===== config.mk =====
export PLATFORM = sky130hd
export DESIGN_NAME = StageID
export DESIGN_NICKNAME = d
export VERILOG_FILES = /design/src/logic/DecodePkg.sv /design/src/logic/BranchUnit.sv /design/src/logic/InstDecoder.sv /design/src/logic/MainController.sv /design/src/logic/RegisterFile.sv /design/src/logic/StageID.sv
export SDC_FILE = /design/constraint.sdc
export NUM_CORES = 2
export LEC_CHECK = 0
export ABC_CLOCK_PERIOD_IN_PS = 5620
export CORE_ASPECT_RATIO = 1.4
export CORE_MARGIN = 3
export CORE_UTILIZATION = 55
export DETAILED_ROUTE_END_ITERATION = 10
export DONT_BUFFER_PORTS = 1
export PLACE_DENSITY_LB_ADDON = 0.08
export SYNTH_ARGS = -nofsm -noshare
export SYNTH_HDL_FRONTEND = slang
export SYNTH_SLANG_ARGS = --single-unit

===== constraint.sdc =====
create_clock -name i_Clock -period 5.62 [get_ports i_Clock]
set_input_delay 0 -clock i_Clock [delete_from_list [all_inputs] [get_ports i_Clock]]
set_output_delay 0 -clock i_Clock [all_outputs]
set_load 0.01 [all_outputs]

===== src/logic/DecodePkg.sv =====
package DecodePkg;

    localparam int XLen = 32;                    // RV32I data width

    // Major opcodes of the supported subset
    localparam logic [6:0] OpcOp     = 7'b0110011;   // Register ALU ops
    localparam logic [6:0] OpcOpImm  = 7'b0010011;   // Immediate ALU ops
    localparam logic [6:0] OpcLoad   = 7'b0000011;   // Loads
    localparam logic [6:0] OpcStore  = 7'b0100011;   // Stores
    localparam logic [6:0] OpcBranch = 7'b1100011;   // Conditional branches
    localparam logic [6:0] OpcJal    = 7'b1101111;   // Jump and link
    localparam logic [6:0] OpcJalr   = 7'b1100111;   // Jump and link register

    localparam logic [2:0] Funct3Word = 3'b010;      // LW and SW width

    // Operation requested from the execute stage ALU
    typedef enum logic [3:0] {
        AluAdd = 4'd0,                           // Reset value
        AluSub = 4'd1,
        AluAnd = 4'd2,
        AluOr  = 4'd3,
        AluXor = 4'd4,
        AluSlt = 4'd5,                           // Signed set less than
        AluSll = 4'd6,
        AluSrl = 4'd7
    } AluOp;

    // Register writeback source
    typedef enum logic [1:0] {
        WbAlu  = 2'd0,                           // ALU result
        WbMem  = 2'd1,                           // Load data
        WbLink = 2'd2                            // Return address
    } WbSel;

    // Branch condition, same encoding as the branch funct3
    typedef enum logic [2:0] {
        BrEq = 3'b000,
        BrNe = 3'b001,
        BrLt = 3'b100,
        BrGe = 3'b101
    } BranchKind;

    typedef struct packed {
        AluOp       AluControl;                  // ALU operation
        logic       AluSrcB;                     // 1 selects the immediate
        logic       RegWrEnable;                 // Writes rd
        logic       MemWrEnable;                 // Writes memory
        WbSel       DataToRegSel;                // Writeback source
        logic       IsBranch;
        logic       IsJal;
        logic       IsJalr;
        BranchKind  BranchCond;                  // Only meaningful with IsBranch
    } CtrlSignals;

    typedef struct packed {
        logic [XLen-1:0] DataA;                  // rs1 read data
        logic [XLen-1:0] DataB;                  // rs2 read data
        logic [4:0]      Rs1;
        logic [4:0]      Rs2;
        logic [4:0]      Rd;
        logic [XLen-1:0] Imm;                    // Sign extended immediate
        AluOp            AluControl;
        logic            AluSrcB;
        logic            RegWrEnable;
        logic            MemWrEnable;
        WbSel            DataToRegSel;
        logic [XLen-1:0] PcPlus4;                // Link value
    } IdExBundle;

endpackage


===== src/logic/BranchUnit.sv =====
`timescale 1ns/1ps

module BranchUnit #(
    parameter int PcWidth = 32)                      // Instruction address width
(
    input  logic [PcWidth-1:0]         i_Pc,         // Address of this instruction
    input  logic [DecodePkg::XLen-1:0] i_Imm,        // Sign extended immediate
    input  logic [DecodePkg::XLen-1:0] i_DataA,      // rs1 value
    input  logic [DecodePkg::XLen-1:0] i_DataB,      // rs2 value
    input  DecodePkg::CtrlSignals      i_Ctrl,
    output logic [PcWidth-1:0]         o_JumpAddr,   // Redirect target
    output logic                       o_JumpEnable);

    import DecodePkg::*;

    logic               IsEq;
    logic               IsLt;
    logic               CondTrue;           // Branch condition holds
    logic [PcWidth-1:0] PcTarget;           // Branch and JAL target
    logic [XLen-1:0]    JalrSum;
    logic [PcWidth-1:0] JalrTarget;

    assign IsEq = (i_DataA == i_DataB);
    assign IsLt = ($signed(i_DataA) < $signed(i_DataB));

    always_comb begin
        case (i_Ctrl.BranchCond)
            BrEq:    CondTrue = IsEq;
            BrNe:    CondTrue = !IsEq;
            BrLt:    CondTrue = IsLt;
            BrGe:    CondTrue = !IsLt;
            default: CondTrue = 1'b0;
        endcase
    end

    // Offsets wrap within the address width
    assign PcTarget = i_Pc + i_Imm[PcWidth-1:0];

    assign JalrSum    = i_DataA + i_Imm;
    assign JalrTarget = {JalrSum[PcWidth-1:1], 1'b0};   // Bit 0 cleared

    assign o_JumpEnable = i_Ctrl.IsJal
                       || i_Ctrl.IsJalr
                       || (i_Ctrl.IsBranch && CondTrue);

    always_comb begin
        if (!o_JumpEnable) begin
            o_JumpAddr = '0;
        end else if (i_Ctrl.IsJalr) begin
            o_JumpAddr = JalrTarget;
        end else begin
            o_JumpAddr = PcTarget;
        end
    end

endmodule


===== src/logic/InstDecoder.sv =====
`timescale 1ns/1ps

module InstDecoder (
    input  logic [31:0]                i_Inst,   // Instruction word
    output logic [4:0]                 o_Rs1,    // Source register 1
    output logic [4:0]                 o_Rs2,    // Source register 2
    output logic [4:0]                 o_Rd,     // Destination register
    output logic [DecodePkg::XLen-1:0] o_Imm);   // Sign extended immediate

    import DecodePkg::*;

    logic [6:0]      Opcode;
    logic [XLen-1:0] ImmI;
    logic [XLen-1:0] ImmS;
    logic [XLen-1:0] ImmB;
    logic [XLen-1:0] ImmJ;

    assign Opcode = i_Inst[6:0];

    // Register fields sit at fixed positions in every format
    assign o_Rs1 = i_Inst[19:15];
    assign o_Rs2 = i_Inst[24:20];
    assign o_Rd  = i_Inst[11:7];

    // I format, used by OP-IMM, loads and JALR
    assign ImmI = {{20{i_Inst[31]}}, i_Inst[31:20]};

    // S format splits the offset around rd
    assign ImmS = {{20{i_Inst[31]}}, i_Inst[31:25], i_Inst[11:7]};

    // B format, offset in multiples of two
    assign ImmB = {{19{i_Inst[31]}},
                   i_Inst[31],
                   i_Inst[7],
                   i_Inst[30:25],
                   i_Inst[11:8],
                   1'b0};

    // J format, 21 bit offset
    assign ImmJ = {{11{i_Inst[31]}},
                   i_Inst[31],
                   i_Inst[19:12],
                   i_Inst[20],
                   i_Inst[30:21],
                   1'b0};

    always_comb begin
        case (Opcode)
            OpcOpImm,
            OpcLoad,
            OpcJalr:   o_Imm = ImmI;
            OpcStore:  o_Imm = ImmS;
            OpcBranch: o_Imm = ImmB;
            OpcJal:    o_Imm = ImmJ;
            default:   o_Imm = '0;               // R-type and unknown opcodes
        endcase
    end

endmodule


===== src/logic/MainController.sv =====
`timescale 1ns/1ps

module MainController (
    input  logic [31:0]           i_Inst,   // Instruction word
    output DecodePkg::CtrlSignals o_Ctrl);  // Datapath control

    import DecodePkg::*;

    logic [6:0] Opcode;
    logic [2:0] Funct3;
    logic       Funct7b5;
    AluOp       AluSel;                     // ALU op from funct3
    logic       AluOk;                      // funct3 is in the subset

    assign Opcode   = i_Inst[6:0];
    assign Funct3   = i_Inst[14:12];
    assign Funct7b5 = i_Inst[30];

    // Shared funct3 map for OP and OP-IMM
    function automatic logic AluFromFunct3(
        input  logic [2:0] f3,
        input  logic       f7b5,
        input  logic       isReg,
        output AluOp       op);
        AluFromFunct3 = 1'b1;
        op            = AluAdd;
        case (f3)
            3'b000: op = (isReg && f7b5) ? AluSub : AluAdd;
            3'b001: op = AluSll;
            3'b010: op = AluSlt;
            3'b100: op = AluXor;
            3'b101: begin
                op            = AluSrl;
                AluFromFunct3 = !f7b5;      // Arithmetic shift unsupported
            end
            3'b110: op = AluOr;
            3'b111: op = AluAnd;
            default: AluFromFunct3 = 1'b0;  // SLTU and SLTIU
        endcase
    endfunction

    always_comb begin
        AluOk  = AluFromFunct3(Funct3, Funct7b5, Opcode == OpcOp, AluSel);
        o_Ctrl = '0;                        // No-operation by default
        case (Opcode)
            OpcOp: begin
                if (AluOk) begin
                    o_Ctrl.AluControl  = AluSel;
                    o_Ctrl.RegWrEnable = 1'b1;
                end
            end
            OpcOpImm: begin
                if (AluOk) begin
                    o_Ctrl.AluControl  = AluSel;
                    o_Ctrl.AluSrcB     = 1'b1;
                    o_Ctrl.RegWrEnable = 1'b1;
                end
            end
            OpcLoad: begin
                if (Funct3 == Funct3Word) begin
                    o_Ctrl.AluSrcB      = 1'b1;   // Base plus offset
                    o_Ctrl.RegWrEnable  = 1'b1;
                    o_Ctrl.DataToRegSel = WbMem;
                end
            end
            OpcStore: begin
                if (Funct3 == Funct3Word) begin
                    o_Ctrl.AluSrcB     = 1'b1;
                    o_Ctrl.MemWrEnable = 1'b1;
                end
            end
            OpcBranch: begin
                if (Funct3 inside {BrEq, BrNe, BrLt, BrGe}) begin
                    o_Ctrl.AluControl = AluSub;
                    o_Ctrl.IsBranch   = 1'b1;
                    o_Ctrl.BranchCond = BranchKind'(Funct3);
                end
            end
            OpcJal: begin
                o_Ctrl.RegWrEnable  = 1'b1;
                o_Ctrl.DataToRegSel = WbLink;
                o_Ctrl.IsJal        = 1'b1;
            end
            OpcJalr: begin
                if (Funct3 == 3'b000) begin
                    o_Ctrl.AluSrcB      = 1'b1;
                    o_Ctrl.RegWrEnable  = 1'b1;
                    o_Ctrl.DataToRegSel = WbLink;
                    o_Ctrl.IsJalr       = 1'b1;
                end
            end
            default: o_Ctrl = '0;           // Outside the subset
        endcase
    end

endmodule


===== src/logic/RegisterFile.sv =====
`timescale 1ns/1ps

module RegisterFile (
    input  logic                       i_Clock,
    input  logic                       i_rst,       // Clears every register
    input  logic                       i_WrEnable,  // Write strobe
    input  logic [4:0]                 i_WrAddr,
    input  logic [DecodePkg::XLen-1:0] i_WrData,
    input  logic [4:0]                 i_RdAddrA,
    input  logic [4:0]                 i_RdAddrB,
    output logic [DecodePkg::XLen-1:0] o_RdDataA,
    output logic [DecodePkg::XLen-1:0] o_RdDataB);

    import DecodePkg::*;

    logic [XLen-1:0] Regs [32];
    logic            WrValid;               // Write to a real register

    assign WrValid = i_WrEnable && (i_WrAddr != 5'd0);

    always_ff @(posedge i_Clock) begin
        if (i_rst) begin
            for (int i = 0; i < 32; i++) begin
                Regs[i] <= '0;
            end
        end else if (WrValid) begin
            Regs[i_WrAddr] <= i_WrData;
        end
    end

    // x0 reads zero and a pending write is forwarded
    function automatic logic [XLen-1:0] ReadPort(input logic [4:0] addr);
        if (addr == 5'd0) begin
            ReadPort = '0;
        end else if (WrValid && (addr == i_WrAddr)) begin
            ReadPort = i_WrData;
        end else begin
            ReadPort = Regs[addr];
        end
    endfunction

    always_comb begin
        o_RdDataA = ReadPort(i_RdAddrA);
        o_RdDataB = ReadPort(i_RdAddrB);
    end

endmodule


===== src/logic/StageID.sv =====
`timescale 1ns/1ps

module StageID #(
    parameter int PcWidth = 32)                        // Instruction address width
(
    input  logic                       i_Clock,
    input  logic                       i_rst,          // Synchronous reset
    input  logic [31:0]                i_Inst,         // Instruction from fetch
    input  logic [PcWidth-1:0]         i_Pc,           // Address of i_Inst
    input  logic                       i_RegWrEnable,  // Writeback strobe
    input  logic [4:0]                 i_RegWrAddr,    // Writeback register
    input  logic [DecodePkg::XLen-1:0] i_RegWrData,    // Writeback value
    output DecodePkg::IdExBundle       o_IdEx,         // To execute stage
    output logic [PcWidth-1:0]         o_JumpAddr,     // Redirect target
    output logic                       o_JumpEnable);  // Redirect strobe

    import DecodePkg::*;

    logic [4:0]         DecRs1;
    logic [4:0]         DecRs2;
    logic [4:0]         DecRd;
    logic [XLen-1:0]    DecImm;
    CtrlSignals         Ctrl;
    logic [XLen-1:0]    RfDataA;
    logic [XLen-1:0]    RfDataB;
    logic [PcWidth-1:0] PcPlus4;
    IdExBundle          NextIdEx;

    InstDecoder u_InstDecoder (
        .i_Inst (i_Inst),
        .o_Rs1  (DecRs1),
        .o_Rs2  (DecRs2),
        .o_Rd   (DecRd),
        .o_Imm  (DecImm));

    MainController u_MainController (
        .i_Inst (i_Inst),
        .o_Ctrl (Ctrl));

    RegisterFile u_RegisterFile (
        .i_Clock    (i_Clock),
        .i_rst      (i_rst),
        .i_WrEnable (i_RegWrEnable),
        .i_WrAddr   (i_RegWrAddr),
        .i_WrData   (i_RegWrData),
        .i_RdAddrA  (DecRs1),
        .i_RdAddrB  (DecRs2),
        .o_RdDataA  (RfDataA),
        .o_RdDataB  (RfDataB));

    BranchUnit #(
        .PcWidth (PcWidth))
    u_BranchUnit (
        .i_Pc         (i_Pc),
        .i_Imm        (DecImm),
        .i_DataA      (RfDataA),
        .i_DataB      (RfDataB),
        .i_Ctrl       (Ctrl),
        .o_JumpAddr   (o_JumpAddr),
        .o_JumpEnable (o_JumpEnable));

    assign PcPlus4 = i_Pc + PcWidth'(4);

    always_comb begin
        NextIdEx              = '0;
        NextIdEx.DataA        = RfDataA;
        NextIdEx.DataB        = RfDataB;
        NextIdEx.Rs1          = DecRs1;
        NextIdEx.Rs2          = DecRs2;
        NextIdEx.Rd           = DecRd;
        NextIdEx.Imm          = DecImm;
        NextIdEx.AluControl   = Ctrl.AluControl;
        NextIdEx.AluSrcB      = Ctrl.AluSrcB;
        NextIdEx.RegWrEnable  = Ctrl.RegWrEnable;
        NextIdEx.MemWrEnable  = Ctrl.MemWrEnable;
        NextIdEx.DataToRegSel = Ctrl.DataToRegSel;
        NextIdEx.PcPlus4      = XLen'(PcPlus4);   // Zero extended link
    end

    // ID/EX pipeline register
    always_ff @(posedge i_Clock) begin
        if (i_rst) begin
            o_IdEx <= '0;                   // Enables low and AluAdd
        end else begin
            o_IdEx <= NextIdEx;
        end
    end

endmodule


==> metrics.txt <==
status=finished, final reports clean; worst reg-to-reg path cell count=9; Slew Viols, Final=0; Hold Path Depth=2; Synth top area share=between 40% and 50%; type of the most critical hold path=in2reg; Synth Area in XOR/XNOR=under 10%; cell taking the most area after synthesis=edfxtp_1; fin worst setup slack=about 0.083 ns; Ports=289; Skew-Pair Late Insertion Delay=~0.75 ns; Starting Density=between 50% and 60%; fin cells=6,190; max-cap violation count=0; Detail Route Antenna Nets=0; flop-to-flop setup slack=between 2 and 2.5 ns; root buf cell=clkbuf_16; Via Count=about 43,000; CTS buffer count=113; DR iter-0 viols=~5,800; Tcrit/Tclk final=a little over nine tenths; Worst Skew=between 0.02 and 0.025 ns; Syn-to-layout area delta=12.1%; Core ar.=115,000 µm²; Sw Share=25.6%; Die Height=a little over 400 µm; share of flip-flops with an asynchronous set or reset=0%; Pre-antenna DRT Iters=8; PwrDens=between 200 and 300 nW/µm²; most common cell in the netlist=edfxtp_1; post-synthesis simple-gate area fraction=between 10 and 15%; R2R Path Start=u_RegisterFile.Regs[27][0]; first-pass GRT wire length=roughly 320,000 µm; Post-route DRC=0; Top FF cell, synth=edfxtp_1; fin nets=~4,800; Synth Area in Compound Gates=4.24%; EDFF count, synth=about 1,000; # fillers=around 8,600; design area=a little over 70,000 µm²; max_slew headroom=between 10% and 20%; synth unique cells=84; dpl cell area=between 60,000 and 70,000 µm²; Worst-Margin Slew=1.32 ns; placed instance count=~5,700; Adder-Cell Fraction of Synth Area=~1.9%; nature of the critical path startpoint=flop; share of cells above drive strength 1=between 20% and 30%; Max rail drop VDD=~0.26 mV; Worst-path clk slew=0.06 ns; crit path from=u_RegisterFile.Regs[8][12]; dominant combinational cell family by area after synthesis=multiplexers; initial antenna violation count=33; switching pwr=approximately 5300 µW; drt wl/cell=37.6 µm; clock sinks=1,164; Yosys warnings=0; die area=~120,000 µm²; Die Wd=approximately 290 µm; Post-DP HPWL=122,000 µm; CTS tree=built; Via density=about 7.0; Final setup viols=0; Commonest cells post-synth=edfxtp_1, and2_1, mux4_2; critical path endpoint category=output pin; Row Count=about 150; leading post-synthesis cells by cell area=edfxtp_1, mux4_2, and2_1; final weighted congestion in routability-driven placement=~1.0; kind of critical path=reg2out; share of total power in sequential cells=49.2%; Hold EP=o_IdEx[76]; Data arrival, critical path=5.54 ns; gr ovfl total=0; Pleak=0.0257 µW; reg2reg end=o_IdEx[88]; Min-Delay Startpoint=i_Inst[10]; Critical Path RT=5.62 ns; htree depth=3; Seq cells post-synth=between 1,000 and 1,500; # port buffers=0; portion of netlist area occupied by mux cells=around 23%; Setup WS pre-CTS=roughly 0.34 ns; syn avg cell area=14.2 µm²; Comb power frac=between 10% and 20%; critical path fanouts, max=6; FMAX=roughly 180 MHz; number of global-route vias before repair=43,400; pin count of the biggest net entering global routing=between 200 and 300; final hold violation count=0; deepest clock path buffer count=3; Power Internal=~15,000 µW; Clk pwr share=~37%; Synth Instances=4,505; total track usage=between 30 and 40%; WL final=233,000 µm; sequential element share of the synthesized area=52.4%; Post-Synthesis Cell Area=~64,000 µm²; min cycle time layout=5.54 ns
[flip-flops by register name (all words and copies together), names as in the netlist]
name,flops
u_RegisterFile.Regs,1024
o_IdEx,140
[kinds of logic (layout without fill, tap and decap cells)]
kind of cell / Yosys count / in the layout
flip-flops: 1164 / 1164
XOR/XNOR: 85 / 85
adder cells (fa/ha/maj): 95 / 95
AO/OA/AOI/OAI: 390 / 390
AND/OR/NAND/NOR: 1592 / 1592
multiplexers: 718 / 718
buffers and inverters: 460 / 597
other: 1 / 59
[through the flow]
stage	power, µW	TNS [ns]	hold slack, ns	utilization [%]
finish	20700	0	0.0231	62.3
global route	21200	-0.00494	0.0380	62.3
CTS	20600	0	0.00110	62.1
detailed placement	12800	0	0.0743	57.0
global placement	12800	0	0.0727	57.0
floorplan	12200	0	0.0724	-
[layout make-up]
| class | instances | area (µm²) | area share (%) |
|---|---|---|---|
| flip-flops and latches | 1164 | 33600 | 46.8 |
| multi-input cells | 2913 | 29200 | 40.6 |
| repair buffers | 362 | 3420 | 4.77 |
| clock buffers | 149 | 3180 | 4.44 |
| well taps | 1490 | 1860 | 2.60 |
| clock inverters | 64 | 428 | 0.596 |
| inverters | 22 | 82.6 | 0.115 |
| diodes | 26 | 65.1 | 0.0907 |
[critical path, cell delays in order (launching register included)]
cell	delay [ns]
edfxtp_1	0.40
mux4_2	0.48
nor2b_1	0.15
a211oi_1	0.23
a21oi_1	0.11
mux2i_1	0.50
a211oi_1	0.16
buf_4	0.21
ha_1	0.36
a21o_1	0.20
a2111o_1	0.45
nor4_4	0.29
nor2_2	0.10
a41oi_2	0.23
a31oi_1	0.13
and3_1	0.22
a2111oi_1	0.36
buf_4	0.20
[timing repair]
| item | 4_1_cts | 5_1_grt |
|---|---|---|
| pin swaps | 2 | 10 |
| endpoints found under the hold margin | 1179 | 5 |
| gates resized for setup | 9 | 30 |
| endpoints found under the setup margin | 11 | 33 |
| hold buffers | 213 | 4 |
| setup buffers | 1 | 3 |
[cells in the final DEF (no fill, tap or decap), types with 47 or more instances in the layout]
cell              n
nor3_1           51
dfxtp_1         140
a21oi_1          77
a21o_1           47
dlygate4sd3_1   204
buf_4           143
mux4_2          602
edfxtp_1       1024
nor2_1          154
and2_1          974
nand2_1         111
a211oi_1         64
clkbuf_16       119
xor2_1           47
ha_1             92
mux2i_1         111
nor2b_1         100
[per-layer routing]
metal,track usage [%],up-vias,routed length (µm)
met2,62.1,3056,110000
met3,9.23,829,26200
met5,0,-,85
met4,24.5,12,17700
li1,-,17300,-
met1,47.2,22000,78600
[power groups by stage]
stage / Sequential [µW] / Combinational [µW] / Clock [µW]
2_1_floorplan: 10200 / 1940 / 0
3_3_place_gp: 10300 / 2450 / 0
3_5_place_dp: 10400 / 2450 / 0
4_1_cts: 10200 / 2780 / 7620
5_1_grt: 10200 / 2990 / 7950
6_report: 10200 / 2890 / 7620
[worst max path at each step]
stage	endpoint	slack [ns]	cells after the start
after floorplan	o_JumpAddr[28]	0.40	22
after global placement	o_JumpAddr[28]	0.34	17
after CTS	o_JumpAddr[19]	0.003	22
final	o_JumpAddr[28]	0.08	17
after global routing	o_JumpAddr[19]	-0.005	18
after detailed placement	o_JumpAddr[28]	0.34	17
No activity file was read; power rests on OpenSTA's default activity.
